**src/verilog/lsqCfgPkg.sv**
```systemverilog
package lsqCfgPkg;

    // queue geometry
    localparam int lsqDepth = 16;           // entries in the circular queue
    localparam int lsqIdxW  = 4;            // bits to index one entry
    localparam int lsqCntW  = lsqIdxW + 1;  // count runs 0..lsqDepth, needs one more bit

    // datapath widths
    localparam int pcW   = 32;   // instruction address, used as the entry tag
    localparam int addrW = 32;   // effective memory address
    localparam int dataW = 32;   // store data and forwarded load data

endpackage
```
**src/verilog/memOpPkg.sv**
```systemverilog
package memOpPkg;

    import lsqCfgPkg::*;

    // kind of memory operation held in an entry
    typedef enum logic {
        memLoad  = 1'b0,
        memStore = 1'b1
    } memOpT;

    // access size, partial words never forward
    typedef enum logic {
        accWord = 1'b0,
        accByte = 1'b1
    } accSizeT;

    // what leaves the queue on an issue
    typedef struct packed {
        logic [pcW-1:0]   pc;
        logic [addrW-1:0] address;
        logic [dataW-1:0] data;       // store data or forwarded load data
        memOpT            op;
        accSizeT          size;
        logic             forwarded;  // load completed inside the queue
    } issueRecT;

endpackage

```
**src/verilog/lsqEntryIf.sv**
```systemverilog
`timescale 1ns/1ps

interface lsqEntryIf import lsqCfgPkg::*, memOpPkg::*; ();

    // per-entry state, indexed by physical slot
    logic    [lsqDepth-1:0] valid;
    memOpT   [lsqDepth-1:0] op;
    accSizeT [lsqDepth-1:0] size;
    logic    [lsqDepth-1:0] addrKnown;   // address broadcast already seen
    logic    [lsqDepth-1:0] issued;
    logic [pcW-1:0]   pc      [lsqDepth];
    logic [addrW-1:0] address [lsqDepth];
    logic [dataW-1:0] data    [lsqDepth]; // store data, unused for loads

    // ordering
    logic [lsqIdxW-1:0] head;   // oldest entry, age 0
    logic [lsqCntW-1:0] count;  // live entries from head onward

    // issue grant back to the table
    logic               grant;
    logic [lsqIdxW-1:0] grantIdx;

    modport storage (
        output valid, op, size, addrKnown, issued, pc, address, data, head, count,
        input  grant, grantIdx
    );

    modport search (
        input valid, op, size, addrKnown, issued, address, data, head, count
    );

    modport issuer (
        input  pc, op, size, address, data,
        output grant, grantIdx
    );

endinterface

```
**src/verilog/lsqStorage.sv**
```systemverilog
`timescale 1ns/1ps

module lsqStorage import lsqCfgPkg::*, memOpPkg::*; (
    input  logic             clk,
    input  logic             rstn,
    // dispatch side
    input  logic             memRead,     // load dispatched this cycle
    input  logic             memWrite,    // store dispatched this cycle
    input  logic             storeSize,   // 1 for a byte access
    input  logic [pcW-1:0]   pcDis,
    input  logic [dataW-1:0] swData,
    // address unit broadcast
    input  logic             addrValid,
    input  logic [pcW-1:0]   pcLsu,
    input  logic [addrW-1:0] addressLsu,
    // retirement, two ports, oldest first
    input  logic             retire1,
    input  logic             retire2,
    input  logic [pcW-1:0]   pcRet1,
    input  logic [pcW-1:0]   pcRet2,
    output logic             lsqFull,
    lsqEntryIf.storage       entries
);

    logic [lsqIdxW-1:0] tail;     // next free slot
    logic [lsqIdxW-1:0] nextIdx;  // slot right behind head
    logic               alloc;
    logic               ret1;
    logic               ret2;

    assign lsqFull = (entries.count == lsqCntW'(lsqDepth));
    assign alloc   = (memRead | memWrite) & ~lsqFull;  // full queue drops the dispatch
    assign nextIdx = entries.head + 1'b1;

    // port 1 only ever frees head, port 2 only the entry after it
    assign ret1 = retire1 & entries.valid[entries.head]
                & (entries.pc[entries.head] == pcRet1);
    assign ret2 = ret1 & retire2 & entries.valid[nextIdx]
                & (entries.pc[nextIdx] == pcRet2);

    // payload fields, written on allocate or on address capture
    always_ff @(posedge clk) begin
        for (int i = 0; i < lsqDepth; i++) begin
            if (addrValid && entries.valid[i] && entries.pc[i] == pcLsu) begin
                entries.address[i] <= addressLsu;
            end
        end
        if (alloc) begin
            entries.pc[tail]   <= pcDis;
            entries.op[tail]   <= memWrite ? memStore : memLoad;
            entries.size[tail] <= accSizeT'(storeSize);
            entries.data[tail] <= swData;    // harmless for a load
        end
    end

    // control state
    always_ff @(posedge clk or negedge rstn) begin
        if (!rstn) begin
            entries.valid     <= '0;
            entries.addrKnown <= '0;
            entries.issued    <= '0;
            entries.head      <= '0;
            entries.count     <= '0;
            tail              <= '0;
        end else begin
            // address capture by pc tag
            for (int i = 0; i < lsqDepth; i++) begin
                if (addrValid && entries.valid[i] && entries.pc[i] == pcLsu) begin
                    entries.addrKnown[i] <= 1'b1;
                end
            end

            if (entries.grant) begin
                entries.issued[entries.grantIdx] <= 1'b1;
            end

            // retirement clears after capture and grant so a freed slot stays clean
            if (ret1) begin
                entries.valid[entries.head]     <= 1'b0;
                entries.addrKnown[entries.head] <= 1'b0;
                entries.issued[entries.head]    <= 1'b0;
            end
            if (ret2) begin
                entries.valid[nextIdx]     <= 1'b0;
                entries.addrKnown[nextIdx] <= 1'b0;
                entries.issued[nextIdx]    <= 1'b0;
            end

            // tail never equals a retiring slot, the queue is not full when alloc is high
            if (alloc) begin
                entries.valid[tail]     <= 1'b1;
                entries.addrKnown[tail] <= 1'b0;
                entries.issued[tail]    <= 1'b0;
                tail                    <= tail + 1'b1;
            end

            entries.head  <= entries.head + lsqIdxW'(ret1) + lsqIdxW'(ret2);
            entries.count <= entries.count + lsqCntW'(alloc)
                           - lsqCntW'(ret1) - lsqCntW'(ret2);
        end
    end

endmodule

```
**src/flat_wrapper.sv**
```systemverilog
// flat-port wrapper written by rule: the top's interface ports become plain ports
module lsqStorage_flat import lsqCfgPkg::*, memOpPkg::*;
  (clk, rstn, memRead, memWrite, storeSize, pcDis, swData, addrValid, pcLsu, addressLsu, retire1, retire2, pcRet1, pcRet2, lsqFull, entries_valid, entries_op, entries_size, entries_addrKnown, entries_issued, entries_pc, entries_address, entries_data, entries_head, entries_count, entries_grant, entries_grantIdx);
  lsqEntryIf entries_i ();
  input  logic clk;
  input  logic rstn;
  input  logic memRead;
  input  logic memWrite;
  input  logic storeSize;
  input  logic [pcW-1:0] pcDis;
  input  logic [dataW-1:0] swData;
  input  logic addrValid;
  input  logic [pcW-1:0] pcLsu;
  input  logic [addrW-1:0] addressLsu;
  input  logic retire1;
  input  logic retire2;
  input  logic [pcW-1:0] pcRet1;
  input  logic [pcW-1:0] pcRet2;
  output logic lsqFull;
  output wire logic [$bits(entries_i.valid)-1:0] entries_valid;
  output wire logic [$bits(entries_i.op)-1:0] entries_op;
  output wire logic [$bits(entries_i.size)-1:0] entries_size;
  output wire logic [$bits(entries_i.addrKnown)-1:0] entries_addrKnown;
  output wire logic [$bits(entries_i.issued)-1:0] entries_issued;
  output wire logic [$bits(entries_i.pc)-1:0] entries_pc;
  output wire logic [$bits(entries_i.address)-1:0] entries_address;
  output wire logic [$bits(entries_i.data)-1:0] entries_data;
  output wire logic [$bits(entries_i.head)-1:0] entries_head;
  output wire logic [$bits(entries_i.count)-1:0] entries_count;
  input wire logic [$bits(entries_i.grant)-1:0] entries_grant;
  input wire logic [$bits(entries_i.grantIdx)-1:0] entries_grantIdx;
  assign entries_valid = entries_i.valid;
  assign entries_op = entries_i.op;
  assign entries_size = entries_i.size;
  assign entries_addrKnown = entries_i.addrKnown;
  assign entries_issued = entries_i.issued;
  assign entries_pc = {>>{entries_i.pc}};
  assign entries_address = {>>{entries_i.address}};
  assign entries_data = {>>{entries_i.data}};
  assign entries_head = entries_i.head;
  assign entries_count = entries_i.count;
  assign entries_i.grant = entries_grant;
  assign entries_i.grantIdx = entries_grantIdx;
  lsqStorage u_core (.clk(clk), .rstn(rstn), .memRead(memRead), .memWrite(memWrite), .storeSize(storeSize), .pcDis(pcDis), .swData(swData), .addrValid(addrValid), .pcLsu(pcLsu), .addressLsu(addressLsu), .retire1(retire1), .retire2(retire2), .pcRet1(pcRet1), .pcRet2(pcRet2), .lsqFull(lsqFull), .entries(entries_i));
endmodule
```
**config.mk**
```make
export PLATFORM = sky130hd
export DESIGN_NAME = lsqStorage_flat
export DESIGN_NICKNAME = d
export VERILOG_FILES = /design/src/verilog/lsqCfgPkg.sv /design/src/verilog/memOpPkg.sv /design/src/verilog/lsqEntryIf.sv /design/src/verilog/lsqStorage.sv /design/src/flat_wrapper.sv
export SDC_FILE = /design/constraint.sdc
export NUM_CORES = 2
export LEC_CHECK = 0
export BUFFER_PORTS_ARGS = -buffer_cell sky130_fd_sc_hd__buf_4
export CORE_AREA = 2 2 722 724
export CTS_BUF_LIST = sky130_fd_sc_hd__clkbuf_16
export CTS_CLUSTER_DIAMETER = 80
export DETAILED_ROUTE_END_ITERATION = 8
export DIE_AREA = 0 0 724 726
export PLACE_DENSITY = 0.35
export SYNTH_ARGS = -nofsm -noshare
export SYNTH_HDL_FRONTEND = slang
export SYNTH_SLANG_ARGS = --single-unit
```
**constraint.sdc**
```tcl
create_clock -name clk -period 10 [get_ports clk]
set_clock_uncertainty 0.15 [all_clocks]
set_input_delay 0 -clock clk [delete_from_list [all_inputs] [get_ports clk]]
set_output_delay 0 -clock clk [all_outputs]
set_load 0.1 [all_outputs]
```
* Word level (Yosys, flattened, before mapping)
Cells that the tools add are included.
** Storage, ports and cells
- Flip-flop bits (word level) :: 1629
- Bits in latches :: 0
- Memory bits (writable) :: 0
- Memory bits (read-only) :: 0
- Input port bits :: 205
- Output and inout port bits :: 1626
- Logic and storage cells :: 236
- Memories kept :: 0
** Operators by class
- Add/subtract/negate cells :: 7
- Multiply operators :: 0
- Divide/modulo/power cells :: 0
- Magnitude comparators :: 12
- Equality and inequality tests :: 19
- Shifts and indexed selects :: 0
- Multiplexer cells :: 51
- Bitwise logic cells :: 24
- Reductions and logical operators :: 37
** Operators with widths (count)
- 512-bit bitwise mux :: 2
- 32-bit equality test :: 18
- 32-bit binary-select mux with 4-bit select :: 2
- 16-bit two-way mux :: 10
- 32-bit two-way mux :: 5
- 16-bit bitwise AND :: 8
- 32-bit demux with 4-bit select :: 1
- 16-bit inverter :: 3
- 1-bit logical AND :: 37
- 16-bit bitwise mux :: 2
- 16-bit OR :: 2
- 1-bit two-way mux :: 23
- 4-bit by 5-bit less-than comparator with 1-bit output (second input constant) :: 4
- 1-bit demux with 4-bit select :: 4
- 4-bit by 1-bit >= comparator with 1-bit output (second input constant) :: 4
- 5-bit >= comparator (second input constant) :: 3
- 4-bit inverter with 5-bit output :: 3
- 5-bit by 1-bit subtractor with 5-bit output :: 2
- 4-bit by 1-bit adder with 4-bit output :: 2
- 4-bit by 1-bit adder with 4-bit output (second input constant) :: 2
- 1-bit binary-select mux with 4-bit select :: 2
- 1-bit bitwise AND :: 6
- 5-bit by 1-bit adder with 5-bit output :: 1
- 5-bit equality test (second input constant) :: 1
- other kinds (3) :: 3

* Longest topological paths before layout
- Depth in word-level cells :: 12
- Mapped depth :: 28
- Gate-level depth less buffers :: 19

* Least setup slack after synthesis
OpenSTA, ideal clock, no wires.
- Kind :: register -> register
- Start point :: reg u_core.entries.head[1]
- End point :: reg u_core.entries.count[3]
- Setup time :: 123 ps
- Arrival :: 7355 ps
- Setup slack :: 2372 ps
- Stages on the path, launching flop included :: 25
- Clock period less this slack :: 7628 ps
- Path through :: dfrtp_1 > buf_6 > buf_2 > buf_2 > buf_2 > buf_1 > inv_1 > ha_1 > buf_2 > buf_2 > buf_2 > buf_1 > mux4_2 > mux2i_1 > mux2i_1 > xor2_1 > nor4_1 > nand4_1 > buf_4 > or3_1 > fa_1 > ha_1 > ha_1 > fa_1 > xnor2_1
** Between the ends
- Word-level cells in the longest chain between the ends :: 10
- Elaborated cells on any way between the ends :: 22
- Classes of those cells :: 3 x add/sub; 2 x eq/ne; 10 x mux; 7 x bitwise
** RTL lines
- start: declaration :: RTL line lsqEntryIf.sv:24 : output valid, op, size, addrKnown, issued, pc, address, data, head, count,
- start signal: assignment :: RTL line lsqStorage.sv:97 : entries.head <= entries.head + lsqIdxW'(ret1) + lsqIdxW'(ret2);
- branches (longest 9 deep; another with 5-bit by 1-bit subtractor with 5-bit output)
- 5-bit by 1-bit subtractor with 5-bit output * :: RTL line lsqStorage.sv:99 : - lsqCntW'(ret1) - lsqCntW'(ret2);
- end signal: assignment :: RTL line lsqStorage.sv:98 : entries.count <= entries.count + lsqCntW'(alloc)
- end: declaration :: RTL line lsqEntryIf.sv:24
Mark *: on every way between the ends. The select of a mux whose other input is x is not followed.
A chain may end at the register's enable or synchronous reset.

* Worst setup path after layout
- Start point :: reg u_core.entries.head[1]
- End point :: reg u_core.entries.valid[15]
** Between the ends
- Word-level cells in the longest chain between the ends :: 12
- Elaborated cells on any way between the ends :: 38
- Classes of those cells :: 1 x add/sub; 4 x order compare; 2 x eq/ne; 17 x mux; 12 x bitwise; 2 x reduce/logical
** RTL lines
- branches (longest 9 deep; another with 4-bit by 1-bit adder with 4-bit output)
- 16-bit two-way mux * :: RTL line lsqStorage.sv:83 : if (ret2) begin
- 16-bit OR (no line)
- 16-bit two-way mux * :: RTL line lsqStorage.sv:90 : if (alloc) begin
- end signal: indexed assignment :: RTL line lsqStorage.sv:79 : entries.valid[entries.head] <= 1'b0;
- end signal: indexed assignment :: RTL line lsqStorage.sv:84 : entries.valid[nextIdx] <= 1'b0;
- end signal: indexed assignment :: RTL line lsqStorage.sv:91 : entries.valid[tail] <= 1'b1;
- end: declaration :: RTL line lsqEntryIf.sv:24
Marked as above.

==> flow_summary.html <==
<table>
<tr><th>Metric</th><th>Value</th></tr>
<tr><th colspan="2">Power</th></tr>
<tr><td>Total power of the final layout</td><td>24.36 mW</td></tr>
<tr><td>Leak pwr</td><td>34.53 nW</td></tr>
<tr><td>Power Density</td><td>248.0 mW/mm2</td></tr>
<tr><td>Maximum resistive drop on vdd</td><td>0.0001635 V</td></tr>
<tr><th colspan="2">Route</th></tr>
<tr><td>Routed via count</td><td>46938</td></tr>
<tr><td>Routed wire length per instance</td><td>41.05 um</td></tr>
<tr><td>Antenna-violating nets left</td><td>0</td></tr>
<tr><td>First drt pass iteration count</td><td>8</td></tr>
<tr><td>Drt drc</td><td>0</td></tr>
<tr><td>Detail-routed via count per cell</td><td>3.667</td></tr>
<tr><td>DRC violation total after the first TritonRoute iteration</td><td>4762</td></tr>
<tr><td>Final wirelength</td><td>525.4 mm</td></tr>
<tr><th colspan="2">GRT</th></tr>
<tr><td>Maximum number of pins on one net before global-route repair</td><td>120</td></tr>
<tr><td>Congestion Overflow GR</td><td>0</td></tr>
<tr><td>Total Routing Usage GR</td><td>19.16%</td></tr>
<tr><td>Global-route wire length before repair</td><td>between 600 and 700 mm</td></tr>
<tr><td>Number of global-route vias before repair</td><td>46683</td></tr>
<tr><td>Antenna violations before repair</td><td>107</td></tr>
<tr><th colspan="2">Floorplan</th></tr>
<tr><td>Starting density of the core</td><td>12.75%</td></tr>
<tr><td>X dimension of the die</td><td>724 um</td></tr>
<tr><td>Placeable core region</td><td>slightly above 0.5 mm2</td></tr>
<tr><td>Number of rows created at floorplan</td><td>between 200 and 300</td></tr>
<tr><td>Chip Height</td><td>just over 700 um</td></tr>
<tr><td>Die footprint</td><td>0.5256 mm2</td></tr>
<tr><td>Num ports</td><td>1831</td></tr>
<tr><th colspan="2">Cells and area</th></tr>
<tr><td>Commonest non-fill, non-tap cell in the layout</td><td>sky130_fd_sc_hd__buf_4</td></tr>
<tr><td>Number of nets at the end of the flow</td><td>approximately 5900</td></tr>
<tr><td>Combined area of the multi-input logic cells</td><td>0.01664 mm2</td></tr>
<tr><td>Area growth syn-to-layout</td><td>48.59%</td></tr>
<tr><td>Final-layout fill cell count</td><td>56015</td></tr>
<tr><td>Register Area</td><td>0.04862 mm2</td></tr>
<tr><td>Most used cells in the layout excluding fill and tap cells</td><td>sky130_fd_sc_hd__buf_4 (1931), sky130_fd_sc_hd__edfxtp_1 (1568), sky130_fd_sc_hd__xor2_1 (393)</td></tr>
<tr><td>Proportion of layout cells with a drive suffix above 1</td><td>between 40% and 50%</td></tr>
<tr><th colspan="2">Setup path</th></tr>
<tr><td>Crit end category</td><td>flip-flop</td></tr>
<tr><td>Startpoint type of the worst setup path</td><td>flip-flop</td></tr>
<tr><td>Source of the worst register-to-register timing path</td><td>u_core.entries.head[1]</td></tr>
<tr><td>Data arrival at the endpoint of the critical path</td><td>8.29 ns</td></tr>
<tr><td>Crit-path leading delay family</td><td>buffers and inverters</td></tr>
<tr><td>Required time of the critical path</td><td>10.63 ns</td></tr>
<tr><td>Slowest cell on the critical path</td><td>sky130_fd_sc_hd__ha_4</td></tr>
<tr><td>CP max stage delay</td><td>0.91 ns</td></tr>
<tr><td>Crit path buffers/inverters</td><td>7</td></tr>
<tr><td>Timing startpoint of the critical path</td><td>u_core.entries.head[1]</td></tr>
<tr><td>Crit path max fanout</td><td>42</td></tr>
<tr><td>Most prevalent standard cell on the critical path</td><td>sky130_fd_sc_hd__dlygate4sd3_1</td></tr>
<tr><td>CP Cell Sequence</td><td>inv_1, ha_4, buf_12, buf_4, mux4_2, mux2i_1, mux2i_1, a22oi_1, nand4_1, dlygate4sd3_1, a211oi_2, dlygate4sd3_1, nand3_1, dlygate4sd3_1, nor4_1, dlygate4sd3_1, nor2_1</td></tr>
<tr><td>Class of the most critical setup path</td><td>reg2reg</td></tr>
<tr><th colspan="2">Synth</th></tr>
<tr><td>Post-synth top area share</td><td>71.22%</td></tr>
<tr><td>Post-synthesis cell count</td><td>3429</td></tr>
<tr><td>Synthesized Nets</td><td>between 3000 and 4000</td></tr>
<tr><td>Post-Syn Area per Cell</td><td>19.28 um2</td></tr>
<tr><td>Count of yosys warnings during synthesis</td><td>0</td></tr>
<tr><td>EDFF count, synth</td><td>1568</td></tr>
<tr><td>Sequential area share after synthesis</td><td>73.53%</td></tr>
<tr><td>Synthesis-stage register bit count</td><td>1629</td></tr>
<tr><td>Largest area contributor in the synthesized netlist</td><td>sky130_fd_sc_hd__edfxtp_1</td></tr>
<tr><td>Post-synthesis async set-or-reset flop share</td><td>between 3 and 4%</td></tr>
<tr><td>Cell area after synthesis</td><td>0.06611 mm2</td></tr>
<tr><td>Top flip-flop cell by instance count after synthesis</td><td>sky130_fd_sc_hd__edfxtp_1</td></tr>
<tr><td>Netlist cell types</td><td>74</td></tr>
<tr><td>Dominant cells by area after synthesis</td><td>sky130_fd_sc_hd__edfxtp_1 (71%), sky130_fd_sc_hd__mux4_2 (9.4%), sky130_fd_sc_hd__xor2_1 (5.2%)</td></tr>
<tr><th colspan="2">STA</th></tr>
<tr><td>Tightest slew margin relative to the limit</td><td>0.4759%</td></tr>
<tr><td>Number of max-slew violations in the final report</td><td>0</td></tr>
<tr><td>Share of the clock period used by the worst path after layout</td><td>76.56%</td></tr>
<tr><td>Summed negative setup slack over all endpoints</td><td>0 ns</td></tr>
<tr><td>Count of final hold-check violations</td><td>0</td></tr>
<tr><td>Number of setup violations in the final report</td><td>0</td></tr>
<tr><td>Highest Clock Rate</td><td>130.6 MHz</td></tr>
<tr><td>Tmin final</td><td>7.656 ns</td></tr>
<tr><td>Transition time of the tightest slew-check pin</td><td>1.479 ns</td></tr>
<tr><td>Unrepaired setup endpoints after global routing</td><td>no</td></tr>
<tr><th colspan="2">Clock network</th></tr>
<tr><td>CTS clock-pin slew for the worst setup and hold paths</td><td>0.06 ns</td></tr>
<tr><td>Number of clock sinks</td><td>1629</td></tr>
<tr><td>Bufs on Longest Clock Path</td><td>4</td></tr>
<tr><td>CTS root buf</td><td>sky130_fd_sc_hd__clkbuf_16</td></tr>
<tr><td>Number of gates resized after cts</td><td>0</td></tr>
<tr><td>Clock latency reported for the late side of the worst-skew pair</td><td>0.95 ns</td></tr>
<tr><td>Number of buffers added for setup after CTS</td><td>0</td></tr>
<tr><td>Hold buffer count at cts</td><td>247</td></tr>
<tr><td>H-tree depth</td><td>4</td></tr>
<tr><td>TritonCTS buffer count</td><td>206</td></tr>
<tr><td>TritonCTS clock tree</td><td>done</td></tr>
<tr><th colspan="2">Placed design</th></tr>
<tr><td>Number of port buffers</td><td>about 1800</td></tr>
<tr><td>Half-perimeter wire length after detailed placement</td><td>about 420 mm</td></tr>
<tr><td>Routability congestion estimate</td><td>slightly below 1</td></tr>
<tr><th colspan="2">Worst hold path</th></tr>
<tr><td>Worst hold-check path type</td><td>in2reg</td></tr>
<tr><td>Launch instance of the worst min-delay path</td><td>addressLsu[22]</td></tr>
<tr><th colspan="2">Run status</th></tr>
<tr><td>Failing checks</td><td>max-capacitance violations</td></tr>
<tr><td>Run status</td><td>complete, but fails checks</td></tr>
<tr><th colspan="2">Run</th></tr>
<tr><td>Max-cap check violation count</td><td>1</td></tr>
</table>
==> per-layer routing <==
| layer | GRT usage (%) | vias up | routed length (um) |
|---|---|---|---|
| met5 | 0 | - | 100 |
| met4 | 13.52 | 16 | 47200 |
| met3 | 4.259 | 969 | 32680 |
| met2 | 37.88 | 3029 | 291400 |
| met1 | 16.73 | 24689 | 154100 |
| li1 | - | 18235 | - |
==> cells in the mapped netlist (all sizes together) (35+ instances only) <==
cell type,n
edfxtp,1568
nand3,43
nand4,81
xor2,394
buf,93
a21oi,39
nor2,61
inv,38
dfrtp,61
clkbuf,79
xnor2,191
mux2i,70
o21ai,35
nor4,118
mux4,286
nand2,68
==> per-stage QoR <==
step	hold WS, ns	cells	util (%)	setup slack (ns)	area [um2]
2_1_floorplan	-0.4456	3429	-	2.372	66110
3_3_place_gp	0.01404	12134	17.12	2.321	88790
3_5_place_dp	0.01867	12135	17.12	2.441	88790
4_1_cts	0.003725	12759	18.92	2.377	98130
5_1_grt	0.02254	12784	18.94	2.048	98190
6_report	0.05045	12800	18.94	2.344	98230
==> cell type report <==
class                   count  area share [%]
well taps                6942           8.842
flip-flops and latches   1629           49.50
inverters                  38          0.2267
multi-input cells        1588           16.94
clock buffers             208           5.299
diodes                     41          0.1044
clock inverters           169           1.620
repair buffers           2185           17.47
==> power by group <==
group          internal (mW)  leakage [nW]  total [mW]  switching, mW
sequential              8.26          14.9        9.25          0.996
clock                   4.36          3.45        7.54           3.18
combinational           1.28          16.2        7.57           6.29
total                   13.9          34.5        24.4           10.5
==> kinds of logic (layout without fill, tap and decap cells) <==
kind of cell	Yosys count	after routing	share of synthesized area (%)
flip-flops	1629	1629	73.53
AND/OR/NAND/NOR	455	455	3.831
other	0	41	0
XOR/XNOR	585	585	7.824
multiplexers	369	369	11.08
buffers and inverters	212	2600	1.635
AO/OA/AOI/OAI	159	159	1.684
adder cells (fa/ha/maj)	20	20	0.4126
==> sequential cells by signal (all words and copies together), names as in the netlist <==
name	cells
u_core.entries.addrKnown	16
u_core.tail	4
u_core.entries.valid	16
u_core.entries.op	16
u_core.entries.pc	512
u_core.entries.address	512
u_core.entries.size	16
u_core.entries.count	5
u_core.entries.issued	16
u_core.entries.data	512
u_core.entries.head	4
==> path summary, 6_finish.rpt <==
path,endpoint,slack (ns),cells after the start
worst max-delay path,u_core.entries.valid[15],2.34,17
worst min-delay path,u_core.entries.address[406],0.05,2
worst max register to register,u_core.entries.valid[15],2.34,17
worst min register to register,u_core.entries.issued[9],0.43,2
max in group asynchronous,u_core.entries.head[2],9.23,4
min in group asynchronous,u_core.entries.addrKnown[12],0.09,4
(Power assumes the default switching activity.)
