--- config.mk ---
export PLATFORM = sky130hd
export DESIGN_NAME = lsqIssue_flat
export DESIGN_NICKNAME = d
export VERILOG_FILES = /design/src/verilog/lsqCfgPkg.sv /design/src/verilog/memOpPkg.sv /design/src/verilog/lsqEntryIf.sv /design/src/verilog/lsqIssue.sv /design/src/flat_wrapper.sv
export SDC_FILE = /design/constraint.sdc
export NUM_CORES = 1
export LEC_CHECK = 0
export BUFFER_PORTS_ARGS = -buffer_cell sky130_fd_sc_hd__buf_2
export CAP_MARGIN = 20
export CORE_AREA = 2 2 676 678
export CTS_CLUSTER_SIZE = 12
export DETAILED_ROUTE_END_ITERATION = 8
export DIE_AREA = 0 0 678 680
export PLACE_DENSITY = 0.3
export SYNTH_ARGS = -nofsm -noshare
export SYNTH_HDL_FRONTEND = slang
export SYNTH_SLANG_ARGS = --single-unit
export TNS_END_PERCENT = 100
--- constraint.sdc ---
create_clock -name clk -period 4.47 [get_ports clk]
set_clock_uncertainty 0.2 [all_clocks]
set_input_delay 0.894 -clock clk [delete_from_list [all_inputs] [get_ports clk]]
set_output_delay 0.894 -clock clk [all_outputs]
set_load 0.1 [all_outputs]
--- src/verilog/lsqCfgPkg.sv ---
package lsqCfgPkg;

    // queue geometry
    localparam int lsqDepth = 16;           // entries in the circular queue
    localparam int lsqIdxW  = 4;            // bits to index one entry
    localparam int lsqCntW  = lsqIdxW + 1;  // count runs 0..lsqDepth, needs one more bit

    // datapath widths
    localparam int pcW   = 32;   // instruction address, used as the entry tag
    localparam int addrW = 32;   // effective memory address
    localparam int dataW = 32;   // store data and forwarded load data

endpackage
--- src/verilog/memOpPkg.sv ---
package memOpPkg;

    import lsqCfgPkg::*;

    // kind of memory operation held in an entry
    typedef enum logic {
        memLoad  = 1'b0,
        memStore = 1'b1
    } memOpT;

    // access size, partial words never forward
    typedef enum logic {
        accWord = 1'b0,
        accByte = 1'b1
    } accSizeT;

    // what leaves the queue on an issue
    typedef struct packed {
        logic [pcW-1:0]   pc;
        logic [addrW-1:0] address;
        logic [dataW-1:0] data;       // store data or forwarded load data
        memOpT            op;
        accSizeT          size;
        logic             forwarded;  // load completed inside the queue
    } issueRecT;

endpackage

--- src/verilog/lsqEntryIf.sv ---
`timescale 1ns/1ps

interface lsqEntryIf import lsqCfgPkg::*, memOpPkg::*; ();

    // per-entry state, indexed by physical slot
    logic    [lsqDepth-1:0] valid;
    memOpT   [lsqDepth-1:0] op;
    accSizeT [lsqDepth-1:0] size;
    logic    [lsqDepth-1:0] addrKnown;   // address broadcast already seen
    logic    [lsqDepth-1:0] issued;
    logic [pcW-1:0]   pc      [lsqDepth];
    logic [addrW-1:0] address [lsqDepth];
    logic [dataW-1:0] data    [lsqDepth]; // store data, unused for loads

    // ordering
    logic [lsqIdxW-1:0] head;   // oldest entry, age 0
    logic [lsqCntW-1:0] count;  // live entries from head onward

    // issue grant back to the table
    logic               grant;
    logic [lsqIdxW-1:0] grantIdx;

    modport storage (
        output valid, op, size, addrKnown, issued, pc, address, data, head, count,
        input  grant, grantIdx
    );

    modport search (
        input valid, op, size, addrKnown, issued, address, data, head, count
    );

    modport issuer (
        input  pc, op, size, address, data,
        output grant, grantIdx
    );

endinterface

--- src/verilog/lsqIssue.sv ---
`timescale 1ns/1ps

module lsqIssue import lsqCfgPkg::*, memOpPkg::*; (
    input  logic               clk,
    input  logic               rstn,
    lsqEntryIf.issuer          entries,
    // forwarding search result
    input  logic               fwdFound,
    input  logic [lsqIdxW-1:0] fwdIdx,
    input  logic [dataW-1:0]   fwdData,
    // memory picker result
    input  logic               memFound,
    input  logic [lsqIdxW-1:0] memIdx,
    output logic               issueValid,  // issueRec holds a fresh issue this cycle
    output issueRecT           issueRec
);

    logic [lsqIdxW-1:0] pick;     // slot granted this cycle
    issueRecT           nextRec;

    // a forwarded load needs no memory slot, so it goes first
    assign pick             = fwdFound ? fwdIdx : memIdx;
    assign entries.grant    = fwdFound | memFound;
    assign entries.grantIdx = pick;

    always_comb begin
        nextRec.pc        = entries.pc[pick];
        nextRec.address   = entries.address[pick];
        nextRec.op        = entries.op[pick];
        nextRec.size      = entries.size[pick];
        nextRec.forwarded = fwdFound;
        if (fwdFound) begin
            nextRec.data = fwdData;              // load completes with store data
        end else if (entries.op[pick] == memStore) begin
            nextRec.data = entries.data[pick];
        end else begin
            nextRec.data = '0;                   // memory load, data comes later
        end
    end

    always_ff @(posedge clk or negedge rstn) begin
        if (!rstn) begin
            issueValid <= 1'b0;
        end else begin
            issueValid <= entries.grant;  // one pulse per grant
        end
    end

    // record only meaningful while issueValid is high
    always_ff @(posedge clk) begin
        if (entries.grant) begin
            issueRec <= nextRec;
        end
    end

endmodule

--- src/flat_wrapper.sv ---
// flat-port wrapper written by rule: the top's interface ports become plain ports
module lsqIssue_flat import lsqCfgPkg::*, memOpPkg::*;
  (clk, rstn, fwdFound, fwdIdx, fwdData, memFound, memIdx, issueValid, issueRec, entries_pc, entries_op, entries_size, entries_address, entries_data, entries_grant, entries_grantIdx);
  lsqEntryIf entries_i ();
  input  logic clk;
  input  logic rstn;
  input  logic fwdFound;
  input  logic [lsqIdxW-1:0] fwdIdx;
  input  logic [dataW-1:0] fwdData;
  input  logic memFound;
  input  logic [lsqIdxW-1:0] memIdx;
  output logic issueValid;
  output issueRecT issueRec;
  input wire logic [$bits(entries_i.pc)-1:0] entries_pc;
  input wire logic [$bits(entries_i.op)-1:0] entries_op;
  input wire logic [$bits(entries_i.size)-1:0] entries_size;
  input wire logic [$bits(entries_i.address)-1:0] entries_address;
  input wire logic [$bits(entries_i.data)-1:0] entries_data;
  output wire logic [$bits(entries_i.grant)-1:0] entries_grant;
  output wire logic [$bits(entries_i.grantIdx)-1:0] entries_grantIdx;
  assign entries_i.pc = {>>{entries_pc}};
  assign entries_i.op = entries_op;
  assign entries_i.size = entries_size;
  assign entries_i.address = {>>{entries_address}};
  assign entries_i.data = {>>{entries_data}};
  assign entries_grant = entries_i.grant;
  assign entries_grantIdx = entries_i.grantIdx;
  lsqIssue u_core (.clk(clk), .rstn(rstn), .entries(entries_i), .fwdFound(fwdFound), .fwdIdx(fwdIdx), .fwdData(fwdData), .memFound(memFound), .memIdx(memIdx), .issueValid(issueValid), .issueRec(issueRec));
endmodule
Word level (Yosys, flattened, before mapping) --
Index checks and enable logic that the tools add are counted.
Word-level totals: flip-flop bits (word level) 100, bits in latches 0, RAM bits 0, memory bits (read-only) 0, output and inout bits 105, logic and storage cells 27, memories kept 0
Operators by class: $add $sub $neg 0, $mul 0, div/mod/pow operators 0, $lt $le $gt $ge 2, equal/unequal tests 0, shifts and indexed selects 0, mux-type cells 16, bitwise gates (word level) 2, reductions and logical operators 0
Operators by type and width (count):
- binary-select mux 32 bit (select 4 bit) | 3
- two-way mux 32 bit | 8
- binary-select mux 1 bit (select 4 bit) | 2
- >= comparator 5 bit (second input constant) | 1
- less-than comparator 4 x 5 -> 1 bit (second input constant) | 1
- inverter 4 -> 5 bit | 1
- two-way mux 4 bit | 1
- two-way mux 1 bit | 2
- OR 1 bit | 1

Longest topological paths before layout --
Gate-level depths: netlist of run 1.
depth after elaboration 7, depth in mapped cells 11

Worst setup path after synthesis of run 1 --
OpenSTA, ideal clock, no wires.
kind input to output, from in fwdFound, to out entries_grant, data arrival time 2.982 ns, path slack 0.394 ns, stages on the path 3, buffers on the path 2, cells stage by stage buf_6 > clkbuf_1 > or2_2
Between the ends: cells in the longest elaborated chain, start to end 1
Ends and longest elaborated chain:
- start: declaration | line flat_wrapper.sv:7 | input logic fwdFound;
- OR 1 bit | line lsqIssue.sv:23 | assign entries.grant = fwdFound | memFound;
- end: declaration | line flat_wrapper.sv:19 | output wire logic [$bits(entries_i.grant)-1:0] entries_grant;
Every way passes these cells.

==> impl_metrics.yaml, run 1 <==
run_status:
  status: "finished, violations left"
  failed_checks: "antenna violations"
global_route:
  grt.total_usage_pct: 13.8
  grt_pass1_vias: 28200
  antenna_found_initial: 411
  grt_pass1_wl_um: 394000
  grt-ovfl-total: 0
  use_met1_pct: 17.3
  grt_max_degree: 77
  grt_util_met3_pct: 4.84
  busiest_layer: "met2"
  met2_usage_pct: 22.7
yosys:
  synth_cell_types: 24
  syn-num-nets: 4102
  netlist_instances: 2490
  synth_top_family_by_area: "simple AND/OR/NAND/NOR gates"
  ys_ff_latch: 100
  synthSimpleGateAreaFrac_pct: 43.1
  synth_xor_area_share_pct: 0
  synth-seq-area-share_pct: 18.0
  synthFlopType: "edfxtp_1"
  synth_edf_count: 99
  ys_warn_count: 0
  avgSynthCellArea_um2: 6.70
  synthAdderAreaFrac_pct: 0
  async_flop_share_pct: 1.00
  synthMuxAreaShare_pct: 17.7
  synth_area_mm2: 0.0167
  synth-compound-area-share_pct: 14.2
placement:
  placed_cells: 10100
  dp_slack_ns: -0.354
  dp_hpwl_um: 304000
  place.gp.congestion: 0.961
  io_buffers: 1716
floorplan:
  die-area_mm2: 0.461
  rows: 248
  die_y_um: 680
  io_pins: 1717
  core_mm2: 0.454
  fp.dieW_um: 678
  start_util_pct: 3.67
clocking:
  numClockSinks: 100
  ctsResizeCount: 0
  tritoncts: "done"
  cts_max_path_buffers: 3
  clkSlewWorstSetupHoldPaths_ns: 0.16
  htreeDepth: 3
  cts_buffers: 13
  cts_root_buffer: "clkbuf_16"
setup_path:
  critPathKind: "in -> reg"
  crit_fanout: 50
  critPathLaunch: "fwdFound"
  crit_arrival_ns: 4.32
  end_kind: "register"
  required_ns: 4.67
  cp-start-kind: "input pin"
power_and_ir_drop:
  power_mw: 8.11
  leakagePower_nw: 14.3
  peakVddDrop_uv: 198
  power_density_mw_per_mm2: 235
final_layout:
  fill_cells: 54200
  register_area_mm2: 0.00300
  drive_gt1_share_pct: 50.0
  multi_input_area_mm2: 0.0128
  areaGrowthSynthToFinish_pct: 107
  final_util_pct: 7.60
  finalNetCount: 5747
  instances_no_fill: 10300
detailed_routing:
  drc: 0
  wire_per_inst_um: 32.5
  antenna_left: 1
  dr.pass1.iters: 5
  viasPerCell: 2.93
  drt_iter0_markers: 3347
  routed_wl_um: 334000
  vias: 30200
timing:
  drv_slew: 0
  post-route-period-util_pct: 92.1
  slew_headroom_pct: 20.0
  rsz0062_at_grt: "false"
  tightestPinTransition_ns: 1.20
  hold_viol_final: 0
  fin_ws_ns: 0.353
  finalCriticalPeriod_ns: 4.12
  setup_viol: 0
  max_freq_mhz: 243
run:
  max_cap_viol_count: 0
min_path:
  hp-start: "fwdData[9]"
  hold_path_class: "in -> reg"
  hold_depth: 2
==> cells in the mapped netlist, drive strengths merged (5+ instances only) <==
cell | count | area share [%]
a22o | 32 | 1.7
buf | 107 | 3.4
and3 | 65 | 2.4
mux4 | 128 | 17
nand4 | 5 | 0.19
inv | 7 | 0.16
edfxtp | 99 | 18
clkbuf | 158 | 3.6
a311oi | 130 | 6.8
nand2 | 1090 | 25
a22oi | 64 | 2.9
nand3 | 528 | 16
a31oi | 65 | 2.4
==> final timing paths <==
check | endpoint | slack (ns)
max | u_core.issueRec[43]$_DFFE_PP_ | 0.35
min in group asynchronous | u_core.issueValid$_DFF_PN0_ | 0.42
min | u_core.issueRec[12]$_DFFE_PP_ | 0.38
max in group asynchronous | u_core.issueValid$_DFF_PN0_ | 3.57
==> through the flow <==
step           hold slack (ns)  area (um^2)  TNS [ns]
3_5_place_dp             0.473        33700    -0.582
4_1_cts                  0.296        34100         0
3_3_place_gp             0.472        33700     -1.17
6_report                 0.381        34500         0
5_1_grt                  0.327        34300         0
2_1_floorplan            0.398        16700         0
==> area by class of cell <==
| class | instances | area share, % |
|---|---|---|
| antenna | 156 | 1.13 |
| clock inverter | 3 | 0.199 |
| clock buffer | 13 | 0.942 |
| sequential | 100 | 8.68 |
| multi-input combinational | 2118 | 37.1 |
| inverter | 7 | 0.141 |
| tap | 6000 | 21.7 |
| timing repair buffer | 1895 | 30.1 |
==> where the power goes <==
group	leakage (nW)	total, mW	switching (mW)	internal [mW]
Sequential	1.03	1.32	0.0889	1.23
Clock	0.194	1.41	0.757	0.648
Combinational	13.1	5.39	3.87	1.53
==> cells by family (layout without fill, tap and decap cells) <==
| family | after synthesis | after routing |
|---|---|---|
| AND/OR/NAND/NOR | 1690 | 1690 |
| multiplexers | 131 | 131 |
| AO/OA/AOI/OAI | 297 | 297 |
| flip-flops | 100 | 100 |
| other | 0 | 156 |
| buffers and inverters | 272 | 1918 |
==> cell usage in the layout, fill, tap and decap left out, drive strengths merged <==
master,synthesis,final
o32ai,4,4
dfrtp,1,1
dlygate4sd3,0,1
mux4,128,128
bufinv,0,2
edfxtp,99,99
buf,107,1894
nand2b,1,1
or2,1,1
clkbuf,158,13
inv,7,7
clkinv,0,1
a22o,32,32
diode,0,156
nand3,528,528
nand2,1090,1090
a41oi,1,1
and3,65,65
o21a,1,1
a22oi,64,64
nand4,5,5
a31oi,65,65
a311oi,130,130
mux2i,3,3
==> sequential cells by signal, indices dropped and copies added, names as in the netlist <==
| register | cells |
|---|---|
| u_core.issueRec | 99 |
| u_core.issueValid | 1 |
==> per-layer routing <==
layer,wire length [um],vias up
met5,1180,-
met4,9620,170
met3,34300,642
met2,154000,2191
met1,135000,14700
li1,-,12500
==> worst max-delay path, stage by stage <==
cell and delay, ns:
buf_4 0.16, mux2i_4 0.52, buf_12 0.24, buf_12 0.27, buf_4 0.40, nand2_1 0.12
and3_1 0.19, a311oi_2 0.77, buf_4 0.24, a311oi_1 0.05, buf_4 0.17, a31oi_1 0.14
==> repair_timing <==
action | CTS | global route
hold endpoints to repair | 1 | 0
hold buffers | 1 | 0
buffers inserted | 0 | 0
Power figures use the tool's default switching activity.
==> run 2: changes to the inputs <==
--- a/config.mk
+++ b/config.mk
@@ -7,10 +7,10 @@
 export LEC_CHECK = 0
 export BUFFER_PORTS_ARGS = -buffer_cell sky130_fd_sc_hd__buf_2
 export CAP_MARGIN = 20
-export CORE_AREA = 2 2 676 678
+export CORE_AREA = 2 2 675 677
 export CTS_CLUSTER_SIZE = 12
 export DETAILED_ROUTE_END_ITERATION = 8
-export DIE_AREA = 0 0 678 680
+export DIE_AREA = 0 0 677 679
 export PLACE_DENSITY = 0.3
 export SYNTH_ARGS = -nofsm -noshare
 export SYNTH_HDL_FRONTEND = slang
==> constraint.sdc (replaced) <==
create_clock -name clk -period 3.7 [get_ports clk]
set_clock_uncertainty 0.2 [all_clocks]
set_input_delay 0.74 -clock clk [delete_from_list [all_inputs] [get_ports clk]]
set_output_delay 0.74 -clock clk [all_outputs]
set_load 0.005 [all_outputs]
==> impl_metrics.yaml, run 2 (same netlist as run 1, synthesis figures left out) <==
floorplan:
  rows: 247
  io_pins: 1717
  die-area_mm2: 0.460
  die_y_um: 679
  core_mm2: 0.452
  start_util_pct: 3.69
  fp.dieW_um: 677
power_and_ir_drop:
  power_density_mw_per_mm2: 241
  switching_share_pct: 50.3
  p_int_mw: 4.31
  combPwrFrac_pct: 63.5
  peakVddDrop_uv: 341
  leakagePower_nw: 15.0
  clkPwrFrac_pct: 18.0
  p_sw_mw: 4.36
  pwr-share-seq_pct: 18.5
timing:
  tightestPinTransition_ns: 1.10
  hold_viol_final: 0
  rsz0062_at_grt: "false"
  finalCriticalPeriod_ns: 3.38
  slew_headroom_pct: 26.8
  post-route-period-util_pct: 91.4
  drv_slew: 0
  fin_tns_setup_ns: 0
  max_freq_mhz: 296
  setup_viol: 0
  hold-worst-slack_ns: 0.257
placement:
  placed_cells: 10200
  placed_area_mm2: 0.0352
  dp_hpwl_um: 302000
  place.gp.congestion: 0.951
  io_buffers: 1716
setup_path:
  endpoint: "u_core.issueRec[44]$_DFFE_PP_"
  cp-start-kind: "input pin"
  required_ns: 3.90
  critPathLaunch: "fwdFound"
  end_kind: "register"
  crit_arrival_ns: 3.58
  crit_fanout: 45
  critPathKind: "in -> reg"
final_layout:
  reg.largest.list: "u_core.issueRec (99), u_core.issueValid (1)"
  drive_gt1_share_pct: 51.4
  top_register: "u_core.issueRec"
  design_area_mm2: 0.0360
  fill_cells: 53800
  largest_reg_flops: 99
  finalNetCount: 5855
  areaGrowthSynthToFinish_pct: 116
  instances_no_fill: 10400
  layout_commonest_cell: "buf_2"
  final_util_pct: 7.97
  layout_common_cells: "buf_2 (1,715), nand2_1 (1,090), nand3_1 (528), buf_4 (198), mux4_2 (128)"
clocking:
  cts_root_buffer: "clkbuf_16"
  postCtsSetupBuffers: 0
  htreeDepth: 3
  numClockSinks: 100
  clkSlewWorstSetupHoldPaths_ns: 0.13
  tritoncts: "done"
  cts_buffers: 13
  cts_max_path_buffers: 3
detailed_routing:
  drt_iter0_markers: 2920
  routed_wl_um: 330000
  viasPerCell: 2.93
  dr.pass1.iters: 6
  wire_per_inst_um: 31.7
  antenna_left: 0
  vias: 30400
  drc: 0
run_status:
  status: "complete, no violations"
global_route:
  grt_pass1_wl_um: 393000
  met2_usage_pct: 22.8
  use_met1_pct: 17.1
  grt_pass1_vias: 29200
  grt_max_degree: 57
  busiest_layer: "met2"
  grt_util_met3_pct: 4.78
  grt-ovfl-total: 0
  grt.total_usage_pct: 13.7
  antenna_found_initial: 319
run:
  max_cap_viol_count: 0
min_path:
  hold_path_class: "in -> async"
run 2: worst max-delay path: stages:
cell and delay, ns:
buf_4 0.21, mux2i_4 0.54, buf_4 0.25, buf_4 0.18, buf_12 0.23, nand2_1 0.10
a311oi_1 0.74, buf_4 0.25, a311oi_1 0.05, a31oi_1 0.19
run 2: how the worst min path moves through the flow:
| stage | start | to |
|---|---|---|
| after floorplan | rstn | u_core.issueValid$_DFF_PN0_ |
| after global placement | rstn | u_core.issueValid$_DFF_PN0_ |
| after detailed placement | rstn | u_core.issueValid$_DFF_PN0_ |
| after CTS | rstn | u_core.issueValid$_DFF_PN0_ |
| after global routing | fwdData[17] | u_core.issueRec[20]$_DFFE_PP_ |
| final | rstn | u_core.issueValid$_DFF_PN0_ |
run 2: power groups by stage:
stage,clock (mW),combinational [mW],sequential (mW)
final,1.56,5.50,1.60
after global routing,1.69,5.87,1.63
after CTS,1.71,5.70,1.62
after detailed placement,0,5.68,1.64
after global placement,0,5.71,1.65
after floorplan,0,1.78,1.58
run 2: layout make-up:
type	instances	area (um^2)	area share, %
inverter	7	48.8	0.135
clock inverter	4	51.3	0.142
tap	5976	7480	20.8
sequential	100	3000	8.32
timing repair buffer	2003	11900	32.9
clock buffer	13	325	0.903
multi-input combinational	2118	12800	35.6
antenna	180	450	1.25
run 2: stage by stage:
step           power [mW]  setup WS, ns
3_5_place_dp         7.32        -0.616
5_1_grt              9.18        0.0863
6_report             8.67         0.319
4_1_cts              9.03        0.0409
2_1_floorplan        3.36         0.260
3_3_place_gp         7.36        -0.679
run 2: per-layer routing:
| metal | part of all wire, % | routed length [um] | vias up |
|---|---|---|---|
| met5 | 0.24 | 776 | - |
| met4 | 2.0 | 6430 | 116 |
| met3 | 10 | 33100 | 494 |
| met2 | 47 | 154000 | 2082 |
| met1 | 41 | 135000 | 15000 |
| li1 | - | - | 12800 |
run 2: repair_timing:
| action | 4_1_cts | 5_1_grt |
|---|---|---|
| gates resized for setup | 0 | 0 |
| hold buffers | 1 | 0 |
| endpoints found under the hold margin | 1 | 0 |
==> run 3: changes to the inputs <==
--- a/config.mk
+++ b/config.mk
@@ -7,11 +7,13 @@
 export LEC_CHECK = 0
 export BUFFER_PORTS_ARGS = -buffer_cell sky130_fd_sc_hd__buf_2
 export CAP_MARGIN = 20
-export CORE_AREA = 2 2 675 677
+export CELL_PAD_IN_SITES_DETAIL_PLACEMENT = 0
+export CELL_PAD_IN_SITES_GLOBAL_PLACEMENT = 2
+export CORE_AREA = 2 2 662 664
 export CTS_CLUSTER_SIZE = 12
 export DETAILED_ROUTE_END_ITERATION = 8
-export DIE_AREA = 0 0 677 679
-export PLACE_DENSITY = 0.3
+export DIE_AREA = 0 0 664 666
+export PLACE_DENSITY = 0.33
 export SYNTH_ARGS = -nofsm -noshare
 export SYNTH_HDL_FRONTEND = slang
 export SYNTH_SLANG_ARGS = --single-unit
==> impl_metrics.yaml, run 3 (same netlist as run 1, synthesis figures left out) <==
run_status:
  status: "complete, no violations"
final_layout:
  areaGrowthSynthToFinish_pct: 112
  top_register: "u_core.issueRec"
  fill_cells: 52000
  finalNetCount: 5826
  drive_gt1_share_pct: 50.6
  largest_reg_flops: 99
  layout_commonest_cell: "buf_2"
  layout_common_cells: "buf_2 (1,715), nand2_1 (1,090), nand3_1 (528), buf_4 (183), mux4_2 (128)"
  reg.largest.list: "u_core.issueRec (99), u_core.issueValid (1)"
setup_path:
  cp-start-kind: "input pin"
  required_ns: 3.73
  crit_arrival_ns: 3.53
  critPathKind: "in -> reg"
  crit_fanout: 29
  critPathTopFamily: "compound AO/OA/AOI/OAI gates"
  critPathBufInv: 4
  slowest_delay_ns: 0.58
  cpMaxStageDelayCell: "a311oi_1"
  path_cells: "buf_4, mux2i_4, buf_12, inv_8, buf_12, nand2_1, and3_1, a311oi_1, a311oi_1, a31oi_1"
  end_kind: "register"
detailed_routing:
  antenna_left: 0
  drc: 0
  vias: 30000
  dr.pass1.iters: 5
  routed_wl_um: 329000
  wire_per_inst_um: 32.2
  drt_iter0_markers: 2131
  viasPerCell: 2.94
global_route:
  grt-ovfl-total: 0
  busiest_layer: "met2"
  antenna_found_initial: 462
  use_met1_pct: 14.3
  grt_max_degree: 60
  met2_usage_pct: 27.4
  grt.total_usage_pct: 14.2
  grt_pass1_vias: 30200
  grt_util_met3_pct: 5.32
  grt_pass1_wl_um: 396000
clocking:
  clkSlewWorstSetupHoldPaths_ns: 0.12
  htreeDepth: 3
  cts_buffers: 13
  numClockSinks: 100
  cts_max_path_buffers: 3
  cts_root_buffer: "clkbuf_16"
  tritoncts: "done"
  postCtsSetupBuffers: 0
placement:
  dp_slack_ns: -0.634
  place.gp.congestion: 0.921
  dp_hpwl_um: 298000
  io_buffers: 1716
floorplan:
  rows: 243
  die_y_um: 666
  io_pins: 1717
  core_mm2: 0.436
  die-area_mm2: 0.442
  start_util_pct: 3.83
  fp.dieW_um: 664
timing:
  hold_viol_final: 0
  drv_slew: 0
  rsz0062_at_grt: "false"
  setup_viol: 0
  hold-worst-slack_ns: 0.269
  fin_ws_ns: 0.192
  max_freq_mhz: 285
  finalCriticalPeriod_ns: 3.51
  post-route-period-util_pct: 94.8
  tightestPinTransition_ns: 0.756
  slew_headroom_pct: 49.3
power_and_ir_drop:
  peakVddDrop_uv: 215
  leakagePower_nw: 14.8
  power_density_mw_per_mm2: 237
min_path:
  hold_path_class: "in -> async"
run:
  max_cap_viol_count: 0
[run 3: worst max-delay path by stage]
stage                   from                       endpoint  slack, ns  cells past startpoint
floorplan           fwdFound                  entries_grant       0.26                      3
global placement    fwdFound  u_core.issueRec[39]$_DFFE_PP_      -0.64                      9
detailed placement  fwdFound  u_core.issueRec[39]$_DFFE_PP_      -0.63                      9
CTS                 fwdFound  u_core.issueRec[39]$_DFFE_PP_       0.01                      9
global route        fwdFound  u_core.issueRec[71]$_DFFE_PP_       0.06                     12
finish              fwdFound  u_core.issueRec[90]$_DFFE_PP_       0.19                     10
[run 3: report_power, final]
part           switching, mW  internal [mW]
clock                  0.850          0.786
sequential             0.180           1.49
combinational           3.05           2.01
total                   4.08           4.29
[run 3: layout make-up]
class                   count  area, um^2  area share (%)
multi-input cells        2118       12600            35.7
repair buffers           1974       11500            32.4
well taps                5757        7200            20.4
flip-flops and latches    100        3000            8.48
diodes                    251         628            1.78
clock buffers              14         329           0.931
clock inverters             3        67.6           0.191
inverters                   7        48.8           0.138
[run 3: per-stage QoR]
stage	power [mW]	TNS, ns	std cells	area, um^2	utilization, %
final	8.37	0	10200	35400	8.11
after global routing	8.98	0	10200	35200	8.07
after CTS	8.80	0	9973	34700	7.97
after detailed placement	6.97	-11.47	9955	34300	7.87
after global placement	7.02	-13.30	9955	34300	7.87
after floorplan	3.36	0	2490	16700	-
[run 3: metal layers]
metal | wire length (um) | vias to the layer above
li1 | - | 12800
met1 | 113000 | 14500
met2 | 176000 | 1804
met3 | 28000 | 755
met4 | 9900 | 172
met5 | 1130 | -
[run 3: what timing repair did]
action	CTS	global route
hold endpoints to repair	1	0
hold buffers	1	0
endpoints found under the setup margin	0	1
gates resized for setup	0	1
